[src/io_defs.svh]
`ifndef IO_DEFS_SVH
`define IO_DEFS_SVH

//**************************************************************************
// Register map

`define IO_ADDR_DIR       8'h00 // Pin direction where 1 is output
`define IO_ADDR_PORT      8'h01 // Output value
`define IO_ADDR_PINS      8'h02 // Read only synchronized pad inputs
`define IO_ADDR_SCALE_LO  8'h03
`define IO_ADDR_SCALE_HI  8'h04
`define IO_ADDR_CTRL      8'h05
`define IO_ADDR_CMPR0     8'h06
`define IO_ADDR_CMPR1     8'h07
`define IO_ADDR_COUNT     8'h08 // Read only counter value

//**************************************************************************
// Control register fields

// Timer mode lives in the two low bits
`define IO_CTRL_MODE_LSB  0
`define IO_CTRL_MODE_MSB  1

// Timer outputs take over the upper two pins
`define IO_CTRL_PIN6_SEL  2
`define IO_CTRL_PIN7_SEL  3

`endif
[src/io_pkg.sv]
`default_nettype none

package io_pkg;

    // Bus data and register contents
    typedef logic [7:0] data_t;

    // Register address on the processor bus
    typedef logic [7:0] addr_t;

    // Prescaler count and scale factor
    typedef logic [15:0] prescale_t;

    // Counter/timer operating mode where code 11 freezes everything
    typedef enum logic [1:0] {
        mode_idle = 2'b00,
        mode_ctc  = 2'b01,
        mode_pwm  = 2'b10,
        mode_hold = 2'b11
    } timer_mode_t;

endpackage

`default_nettype wire

[src/io_cfg_if.sv]
`default_nettype none
`timescale 1ns/100ps

interface io_cfg_if import io_pkg::*; ();

    // Configuration from the register block
    data_t       dir;
    data_t       port;
    prescale_t   scale_factor;
    timer_mode_t mode;
    logic        pin6_sel;
    logic        pin7_sel;
    data_t       cmpr0;
    data_t       cmpr1;

    // Status back from GPIO and timer
    data_t       pins;
    data_t       count;
    logic        out0;
    logic        out1;

    modport regs (
        output dir, port, scale_factor, mode, pin6_sel, pin7_sel, cmpr0, cmpr1,
        input  pins, count
    );

    modport gpio (
        input  dir, port, pin6_sel, pin7_sel, out0, out1,
        output pins
    );

    modport timer (
        input  scale_factor, mode, cmpr0, cmpr1,
        output count, out0, out1
    );

endinterface

`default_nettype wire

[src/io_top.sv]
`default_nettype none
`timescale 1ns/100ps

module io_top import io_pkg::*; (
    input  wire        clk,
    input  wire        arst_n,
    input  wire data_t din,
    input  wire addr_t address,
    input  wire        w_en,
    input  wire        r_en,
    output data_t      dout,
    input  wire data_t pins_in,                     // From the pad cells
    output data_t      pins_out,
    output data_t      pins_oe
);

    io_cfg_if cfg_bus ();

    // Bus decode and configuration
    io_regs u_regs (
        .clk     (clk),
        .arst_n  (arst_n),
        .din     (din),
        .address (address),
        .w_en    (w_en),
        .r_en    (r_en),
        .dout    (dout),
        .cfg     (cfg_bus.regs)
    );

    // Pin synchronizer and output drive
    io_gpio u_gpio (
        .clk      (clk),
        .arst_n   (arst_n),
        .pins_in  (pins_in),
        .pins_out (pins_out),
        .pins_oe  (pins_oe),
        .cfg      (cfg_bus.gpio)
    );

    // Counter/timer
    io_timer u_timer (
        .clk    (clk),
        .arst_n (arst_n),
        .cfg    (cfg_bus.timer)
    );

endmodule

`default_nettype wire

[src/io_timer.sv]
`default_nettype none
`timescale 1ns/100ps

module io_timer import io_pkg::*; (
    input  wire     clk,
    input  wire     arst_n,
    io_cfg_if.timer cfg
);

    prescale_t prescale_q;
    logic      tick;                                // One cycle per prescaler period

    data_t     count_q;
    logic      out0_q;
    logic      out1_q;

    logic      match0;
    logic      match1;

    //**************************************************************************
    // Prescaler

    // Compare with >= so a lowered scale factor takes effect right away
    always_ff @(posedge clk or negedge arst_n) begin
        if (!arst_n) begin
            prescale_q <= '0;
            tick       <= 1'b0;
        end else if (prescale_q >= cfg.scale_factor) begin
            prescale_q <= '0;
            tick       <= 1'b1;
        end else begin
            prescale_q <= prescale_q + 16'd1;
            tick       <= 1'b0;
        end
    end

    //**************************************************************************
    // Counter and outputs

    assign match0 = (count_q == cfg.cmpr0);
    assign match1 = (count_q == cfg.cmpr1);

    always_ff @(posedge clk or negedge arst_n) begin
        if (!arst_n) begin
            count_q <= '0;
            out0_q  <= 1'b0;
            out1_q  <= 1'b0;
        end else if (tick) begin
            case (cfg.mode)
                mode_idle: begin
                    count_q <= '0;
                    out0_q  <= 1'b0;
                    out1_q  <= 1'b0;
                end
                mode_ctc: begin
                    if (match0) begin
                        count_q <= '0;
                        out0_q  <= ~out0_q;         // Half period ends here
                    end else begin
                        count_q <= count_q + 8'd1;
                    end
                end
                mode_pwm: begin
                    // Both outputs rise as the counter wraps to zero
                    if (count_q == 8'hff) begin
                        out0_q <= 1'b1;
                        out1_q <= 1'b1;
                    end else begin
                        if (match0)
                            out0_q <= 1'b0;
                        if (match1)
                            out1_q <= 1'b0;
                    end
                    count_q <= count_q + 8'd1;      // Free running with a wrap at 255
                end
                default: ;                          // Hold freezes counter and outputs
            endcase
        end
    end

    assign cfg.count = count_q;
    assign cfg.out0  = out0_q;
    assign cfg.out1  = out1_q;

    //**************************************************************************
    // Checks

    a_idle_clears: assert property (
        @(posedge clk) disable iff (!arst_n)
        (tick && cfg.mode == mode_idle) |=> (count_q == '0 && !out0_q && !out1_q)
    ) else $error("idle tick did not clear the counter");

    a_tick_single: assert property (
        @(posedge clk) disable iff (!arst_n)
        (tick && cfg.scale_factor != '0) |=> !tick
    ) else $error("prescaler tick held for two cycles");

endmodule

`default_nettype wire

[src/io_gpio.sv]
`default_nettype none
`timescale 1ns/100ps

module io_gpio import io_pkg::*; (
    input  wire        clk,
    input  wire        arst_n,
    input  wire data_t pins_in,
    output data_t      pins_out,
    output data_t      pins_oe,
    io_cfg_if.gpio     cfg
);

    data_t sync_meta;                               // First stage may go metastable
    data_t sync_q;

    //**************************************************************************
    // Pad input synchronizer

    always_ff @(posedge clk or negedge arst_n) begin
        if (!arst_n) begin
            sync_meta <= '0;
            sync_q    <= '0;
        end else begin
            sync_meta <= pins_in;
            sync_q    <= sync_meta;
        end
    end

    assign cfg.pins = sync_q;

    //**************************************************************************
    // Output drive

    // Direction register straight to the pad enables
    assign pins_oe = cfg.dir;

    logic pin6_val;
    logic pin7_val;

    // Timer outputs override the port value on the upper pins
    assign pin6_val = cfg.pin6_sel ? cfg.out0 : cfg.port[6];
    assign pin7_val = cfg.pin7_sel ? cfg.out1 : cfg.port[7];

    assign pins_out = {pin7_val, pin6_val, cfg.port[5:0]};

endmodule

`default_nettype wire

[src/io_regs.sv]
`default_nettype none
`timescale 1ns/100ps

`include "io_defs.svh"

module io_regs import io_pkg::*; (
    input  wire        clk,
    input  wire        arst_n,
    input  wire data_t din,
    input  wire addr_t address,
    input  wire        w_en,
    input  wire        r_en,
    output data_t      dout,
    io_cfg_if.regs     cfg
);

    data_t dir_q;
    data_t port_q;
    data_t scale_lo_q;
    data_t scale_hi_q;
    data_t ctrl_q;
    data_t cmpr0_q;
    data_t cmpr1_q;

    data_t rd_data;
    logic  rd_hit;                                  // Address is mapped for reads

    //**************************************************************************
    // Write decode

    always_ff @(posedge clk or negedge arst_n) begin
        if (!arst_n) begin
            dir_q      <= '0;
            port_q     <= '0;
            scale_lo_q <= '0;
            scale_hi_q <= '0;
            ctrl_q     <= '0;
            cmpr0_q    <= '0;
            cmpr1_q    <= '0;
        end else if (w_en) begin
            case (address)
                `IO_ADDR_DIR:      dir_q      <= din;
                `IO_ADDR_PORT:     port_q     <= din;
                `IO_ADDR_SCALE_LO: scale_lo_q <= din;
                `IO_ADDR_SCALE_HI: scale_hi_q <= din;
                `IO_ADDR_CTRL:     ctrl_q     <= din;
                `IO_ADDR_CMPR0:    cmpr0_q    <= din;
                `IO_ADDR_CMPR1:    cmpr1_q    <= din;
                default: ;                          // PINS, COUNT and holes ignore writes
            endcase
        end
    end

    // Configuration out to the GPIO and timer blocks
    assign cfg.dir          = dir_q;
    assign cfg.port         = port_q;
    assign cfg.scale_factor = {scale_hi_q, scale_lo_q};
    assign cfg.mode         = timer_mode_t'(ctrl_q[`IO_CTRL_MODE_MSB:`IO_CTRL_MODE_LSB]);
    assign cfg.pin6_sel     = ctrl_q[`IO_CTRL_PIN6_SEL];
    assign cfg.pin7_sel     = ctrl_q[`IO_CTRL_PIN7_SEL];
    assign cfg.cmpr0        = cmpr0_q;
    assign cfg.cmpr1        = cmpr1_q;

    //**************************************************************************
    // Read mux

    always_comb begin
        rd_hit  = 1'b1;
        rd_data = '0;
        case (address)
            `IO_ADDR_DIR:      rd_data = dir_q;
            `IO_ADDR_PORT:     rd_data = port_q;
            `IO_ADDR_PINS:     rd_data = cfg.pins;
            `IO_ADDR_SCALE_LO: rd_data = scale_lo_q;
            `IO_ADDR_SCALE_HI: rd_data = scale_hi_q;
            `IO_ADDR_CTRL:     rd_data = ctrl_q;
            `IO_ADDR_CMPR0:    rd_data = cmpr0_q;
            `IO_ADDR_CMPR1:    rd_data = cmpr1_q;
            `IO_ADDR_COUNT:    rd_data = cfg.count;
            default:           rd_hit  = 1'b0;
        endcase
    end

    // Unmapped reads keep the last value
    always_ff @(posedge clk or negedge arst_n) begin
        if (!arst_n) begin
            dout <= '0;
        end else if (r_en && rd_hit) begin
            dout <= rd_data;
        end
    end

    a_strobes_known: assert property (
        @(posedge clk) disable iff (!arst_n) !$isunknown({w_en, r_en})
    ) else $error("bus strobe unknown out of reset");

endmodule

`default_nettype wire

[config.mk]
export PLATFORM = sky130hd
export DESIGN_NAME = io_top
export DESIGN_NICKNAME = d
export VERILOG_FILES = /design/src/io_pkg.sv /design/src/io_cfg_if.sv /design/src/io_top.sv /design/src/io_timer.sv /design/src/io_gpio.sv /design/src/io_regs.sv
export VERILOG_INCLUDE_DIRS = /design/src
export SDC_FILE = /design/constraint.sdc
export NUM_CORES = 1
export LEC_CHECK = 0
export BUFFER_PORTS_ARGS = -buffer_cell sky130_fd_sc_hd__buf_2
export CAP_MARGIN = 40
export CORE_MARGIN = 1.5
export CORE_UTILIZATION = 54
export CTS_CLUSTER_DIAMETER = 60
export CTS_CLUSTER_SIZE = 40
export DETAILED_ROUTE_END_ITERATION = 6
export PLACE_DENSITY_LB_ADDON = 0.05
export SETUP_SLACK_MARGIN = 0.3
export SLEW_MARGIN = 20
export SYNTH_ARGS = -nofsm -noshare
export SYNTH_HDL_FRONTEND = slang
export SYNTH_HIERARCHICAL = 1
export SYNTH_SLANG_ARGS = --single-unit
export TNS_END_PERCENT = 30
[constraint.sdc]
create_clock -name clk -period 1.6 [get_ports clk]
set_input_delay 0 -clock clk [delete_from_list [all_inputs] [get_ports clk]]
set_output_delay 0 -clock clk [all_outputs]
set_load 0.05 [all_outputs]
### Word level (Yosys, flattened, before mapping)

Cells that the tools add are included.

* word-level logic and storage cells: 66
* bits of input ports: 28
* register bits: 107

* reductions and logical operators: 16
* bitwise logic cells: 1
* muxes and demuxes: 15
* order comparisons: 1
* equality and inequality tests: 16
* add/subtract/negate cells: 2

Operators by type and width (count)
* 8-bit case mux with 9 select lines: 1
* 8-bit by 3-bit == test with 1-bit output (second input constant): 4
* 8-bit case mux with 3 select lines: 1
* 16-bit by 1-bit adder with 16-bit output (second input constant): 1
* 8-bit by 2-bit == test with 1-bit output (second input constant): 2
* 8-bit == test: 2
* 16-bit greater-or-equal comparator: 1
* 16-bit two-way mux: 1
* 2-bit AND reduction: 8
* 1-bit two-way mux: 9
* 9-bit OR reduction: 1
* 8-bit by 1-bit adder with 8-bit output (second input constant): 1
* 8-bit by 1-bit == test with 1-bit output (second input constant): 1
* 8-bit by 4-bit == test with 1-bit output (second input constant): 1
* 8-bit == test (second input constant): 1
* 8-bit zero test: 1
* 8-bit two-way mux: 1
* 3-bit by 1-bit inequality test with 1-bit output (second input constant): 2
* 4-bit AND reduction: 1
* 1-bit case mux with 3 select lines: 1
* 3-bit AND reduction: 1
* 3-bit nonzero test: 1
* 2-bit by 1-bit == test with 1-bit output (second input constant): 1
* 2-bit == test (second input constant): 1
* 6 further kinds: 6

### Depth between registers and ports, before layout

* depth after elaboration: 4
* depth in mapped cells: 8
* gate-level depth less buffers: 7

### Cells and area by module

Netlist, hierarchy kept.

By module, submodules not included
* io_regs: instances 1, cells an instance 256, area an instance 3234.4 um^2
* io_timer: instances 1, cells an instance 241, area an instance 2085.8 um^2
* io_gpio: instances 1, cells an instance 34, area an instance 550.5 um^2

### Least setup slack after synthesis

Ideal clock, no wire load.

* kind: reg2reg
* from: reg u_timer.prescale_q[2]
* to: reg u_timer.prescale_q[10]
* stages on the path, launching flop included: 7
* path slack: -159 ps
* arrival time: 1643 ps
* path through: dfrtp_1 ha_1 o21ai_1 a221o_1 a211oi_4 buf_6 nor2_1

* word-level cells in the longest chain between the ends: 2
* elaborated cells on any way between the ends: 3

Ends and longest elaborated chain
* start: declaration: RTL line io_timer.sv:10 `prescale_t prescale_q;`
* start signal: assignment: RTL line io_timer.sv:32 `prescale_q <= prescale_q + 16'd1;`
* 16-bit by 1-bit adder with 16-bit output / 16-bit greater-or-equal comparator (equally long branches): RTL line io_timer.sv:32, io_timer.sv:28
* 16-bit two-way mux (*): RTL line io_timer.sv:28 `end else if (prescale_q >= cfg.scale_factor) begin`

Every way passes the cells marked *; elsewhere a longest branch is shown, timed or not.
A chain may end at the register's enable or synchronous reset.

### Worst setup path after layout

* from: reg u_regs.scale_lo_q[6]
* to: reg u_timer.tick

* word-level cells in the longest chain between the ends: 2

Ends and longest elaborated chain
* start: declaration: RTL line io_regs.sv:19 `data_t scale_lo_q;`
* start signal: assignment: RTL line io_regs.sv:44 `` `IO_ADDR_SCALE_LO: scale_lo_q <= din; ``
* 16-bit greater-or-equal comparator: RTL line io_timer.sv:28
* 1-bit two-way mux: RTL line io_timer.sv:28
* end signal: assignment: RTL line io_timer.sv:27 `tick <= 1'b0;`
* end signal: assignment: RTL line io_timer.sv:30 `tick <= 1'b1;`
* end signal: assignment: RTL line io_timer.sv:33 `tick <= 1'b0;`
* end: declaration: RTL line io_timer.sv:11 `logic tick;`

Every way passes these cells.

==> impl_metrics.env <==
export IMPL_critical_path_endpoint_type="flip-flop"
export IMPL_synth_warning_count=6
export IMPL_fin_nets=705
export IMPL_ratio_of_cells_with_drive_above_1_in_the_final_layout_pct=41.8
export IMPL_total_of_max_cap_violations=0
export IMPL_core_rowCount=37
export IMPL_core_um2=10400
export IMPL_clockRootBuffer="sky130_fd_sc_hd__clkbuf_8"
export IMPL_cts_buffer_depth=2
export IMPL_groute_layer_met1_usage_pct=40.0
export IMPL_antennaDiodeCount=0
export IMPL_number_of_global_route_vias_before_repair=4670
export IMPL_die_y_um=107
export IMPL_hold_path_class="in -> reg"
export IMPL_globalRouteTotalUtil_pct=29.7
export IMPL_routedWlPerCell_um=19.9
export IMPL_worst_ep_arrival_time_ps=2140
export IMPL_failed_checks="negative setup slack"
export IMPL_dp_final_hpwl_um=11800
export IMPL_synthFlopType="sky130_fd_sc_hd__dfrtp_1"
export IMPL_placement_io_buffers=51
export IMPL_highest_count_cells_in_the_layout_ignoring_fill_and_taps="105 x sky130_fd_sc_hd__dfrtp_1, 81 x sky130_fd_sc_hd__buf_4, 58 x sky130_fd_sc_hd__mux2_2"
export IMPL_post_synth_inst_count=531
export IMPL_timing_fmax_mhz=552
export IMPL_post_route_period_util_pct=113
export IMPL_final_common_cell="sky130_fd_sc_hd__dfrtp_1"
export IMPL_grt_antenna_before_repair=0
export IMPL_run_status="finished with violations"
export IMPL_flow_area_growth_from_synthesis_pct=25.8
export IMPL_postSynthNetCount=581
export IMPL_gr_usage_met3_pct=4.60
export IMPL_ratio_of_total_power_to_cell_area_nw_per_um2=884
export IMPL_floorplan_io_pins=52
export IMPL_synth_sequential_area_ratio_pct=45.6
export IMPL_final_worst_setup_slack_ps=-213
export IMPL_finalHoldViolations=0
export IMPL_clk_pin_slew_ps=100
export IMPL_cpMaxStageDelayCell="sky130_fd_sc_hd__dfrtp_1"
export IMPL_tightestPinTransition_ps=530
export IMPL_crit_required_ps=1930
export IMPL_drt_iter0_markers=318
export IMPL_critical_path_n_buffers_inverters=2
export IMPL_cts_htree_levels=3
export IMPL_drt_antenna_violating_nets=0
export IMPL_report_final_setup_viol=21
export IMPL_wirelength_um=15800
export IMPL_cts_buffers_inserted=9
export IMPL_pwr_share_comb_pct=24.1
export IMPL_total_number_of_vias=4533
export IMPL_crit_fanout=17
export IMPL_floorplan_initialDensity_pct=56.4
export IMPL_cp_top_family="compound AO/OA/AOI/OAI gates"
export IMPL_drt_drc_violations_left=0
export IMPL_synth_ff_latch_count=107
export IMPL_clock_sinks=107
export IMPL_max_vdd_ir_drop_mv=0.700
export IMPL_synth_area_per_cell_um2=11.1
export IMPL_unrepaired_setup_endpoints_after_global_routing="yes"
export IMPL_finalClockSkew_ps=12.6
export IMPL_final_tns_setup_ps=-3290
export IMPL_synth_edff_count=0
export IMPL_critical_path_max_stage_delay_ps=410
export IMPL_p_leak_nw=3.64
export IMPL_ys_types=63
export IMPL_sequential_power_share_pct=46.1
export IMPL_instances_no_fill=796
export IMPL_vias_per_instance=5.69
export IMPL_psw_mw=2.05
export IMPL_globalRoute_busiestLayer="met2"
export IMPL_aggregate_global_routing_overflow=0
export IMPL_fin_crit_ps=1810
export IMPL_tritoncts="yes"
export IMPL_gr_usage_met2_pct=47.9
export IMPL_fp_dieArea_um2=11500
export IMPL_wire_length_of_the_first_global_routing_pass_um=25400
export IMPL_criticalPathCategory="reg -> reg"
export IMPL_pwr_share_clk_pct=29.8
export IMPL_clock_insertion_delay_worst_skew_ps=390
export IMPL_path_cells="inv_1 -> ha_1 -> nand4_1 -> a221o_1 -> a211oi_4 -> buf_12 -> nand2b_1"
export IMPL_relSlewSlack_pct=64.7
export IMPL_detail_route_first_pass_iterations=5
export IMPL_worstSetupStartpointType="flip-flop"
export IMPL_grt_start_max_net_pins=46
export IMPL_intPower_mw=4.48
export IMPL_dp_cells=767
export IMPL_maxSlewViolCount=0
export IMPL_swShare_pct=31.4
export IMPL_synthArstFlopShare_pct=100
export IMPL_routability_congestion_estimate=0.926
export IMPL_synth_area_um2=5870
export IMPL_chipWidth_um=107
-- registers in the layout (all words and copies together) (netlist names), 8 cells and up --
| signal | cells |
|---|---|
| u_gpio/cfg.pins | 8 |
| u_gpio/sync_meta | 8 |
| u_regs/cfg.cmpr0 | 8 |
| u_regs/cfg.cmpr1 | 8 |
| u_regs/cfg.dir | 8 |
| u_regs/cfg.port | 8 |
| u_regs/ctrl_q | 8 |
| u_regs/dout | 8 |
| u_regs/scale_hi_q | 8 |
| u_regs/scale_lo_q | 8 |
| u_timer/cfg.count | 8 |
| u_timer/prescale_q | 16 |
-- cell families after synthesis --
logic type	count (synthesis)	share of synthesized area [%]
buf+inv	65	6.46
mux	78	14.8
flops	107	45.6
compound gates	79	9.25
fa+ha+maj	22	4.69
xor+xnor	32	4.77
simple gates	148	14.4
-- worst register-to-register path, delay by kind of cell, from the launching register on --
| family | cells | cell delay [ps] |
|---|---|---|
| AND/OR/NAND/NOR | 2 | 240 |
| adder cells (fa/ha/maj) | 1 | 290 |
| buffers and inverters | 2 | 250 |
| flip-flops | 1 | 410 |
| AO/OA/AOI/OAI | 2 | 560 |
-- worst paths after layout --
path,cells after the start,slack [ps],to,startpoint
max in group asynchronous,3,890,u_regs/scale_hi_q[0],arst_n
max,7,-210,u_timer/tick,u_regs/scale_lo_q[6]
min,2,10,u_regs/cfg.dir[6],din[6]
min reg2reg,0,360,u_gpio/cfg.pins[7],u_gpio/sync_meta[7]
min in group asynchronous,2,90,u_timer/cfg.count[0],arst_n
max reg2reg,7,-210,u_timer/tick,u_regs/scale_lo_q[6]
-- cells in the mapped netlist, drive strengths merged (3+ instances only) --
cell type,count,area share [%]
ha,22,4.7
nor2b,4,0.43
nor4,11,1.6
nand2,39,2.5
nor3,14,1.5
dfrtp,107,46
xor2,27,4.0
nor2,35,2.4
o22ai,4,0.43
nand2b,6,0.77
or3,3,0.40
o211ai,3,0.38
mux2i,12,2.0
nand3,15,1.4
xnor2,5,0.75
nand4,9,1.1
a22oi,12,1.5
a21oi,16,1.6
mux2,66,13
o21ai,19,1.6
buf,38,4.7
nor3b,3,0.38
inv,25,1.6
a211oi,6,0.98
-- layer usage --
metal | vias up | share of wire, %
li1 | 2117 | -
met1 | 2224 | 45
met2 | 158 | 47
met3 | 34 | 5.4
met4 | 0 | 2.9
met5 | - | 0
-- per-stage QoR --
stage          total power, mW  utilization [%]  setup WS, ps  instance area (um2)  hold slack [ps]
3_3_place_gp              4.50             65.2          -124                 6790            -26.4
4_1_cts                   6.55             70.4          -175                 7340            0.908
3_5_place_dp              4.55             65.2          -189                 6790            -22.7
2_1_floorplan             3.98                -          -159                 5900             -296
5_1_grt                   6.80             70.9          -268                 7380             18.5
6_report                  6.53             70.9          -213                 7380             14.2
-- power groups by stage --
| stage | registers [mW] | clock network, mW | logic (mW) |
|---|---|---|---|
| after floorplan | 3.15 | 0 | 0.829 |
| after global placement | 3.05 | 0 | 1.45 |
| after detailed placement | 3.06 | 0 | 1.49 |
| after CTS | 3.01 | 1.98 | 1.56 |
| after global routing | 3.03 | 2.08 | 1.69 |
| final | 3.01 | 1.95 | 1.57 |
-- area by class of cell --
| class | instances | area (um2) |
|---|---|---|
| Inverter | 25 | 93.8 |
| Fill cell | 783 | 3030 |
| Tap cell | 136 | 170 |
| Clock inverter | 6 | 95.1 |
| Multi-Input combinational cell | 359 | 3030 |
| Sequential cell | 107 | 2680 |
| Clock buffer | 10 | 138 |
| Timing Repair Buffer | 153 | 1170 |
-- timing repair --
item,4_1_cts,5_1_grt
setup buffers,1,0
gates cloned,0,0
hold buffers,12,0
endpoints found under the setup margin,37,37
resized for setup,46,11
hold endpoints to repair,128,0
pin swaps,32,25
Note: power is estimated with default switching activity, not from simulation.
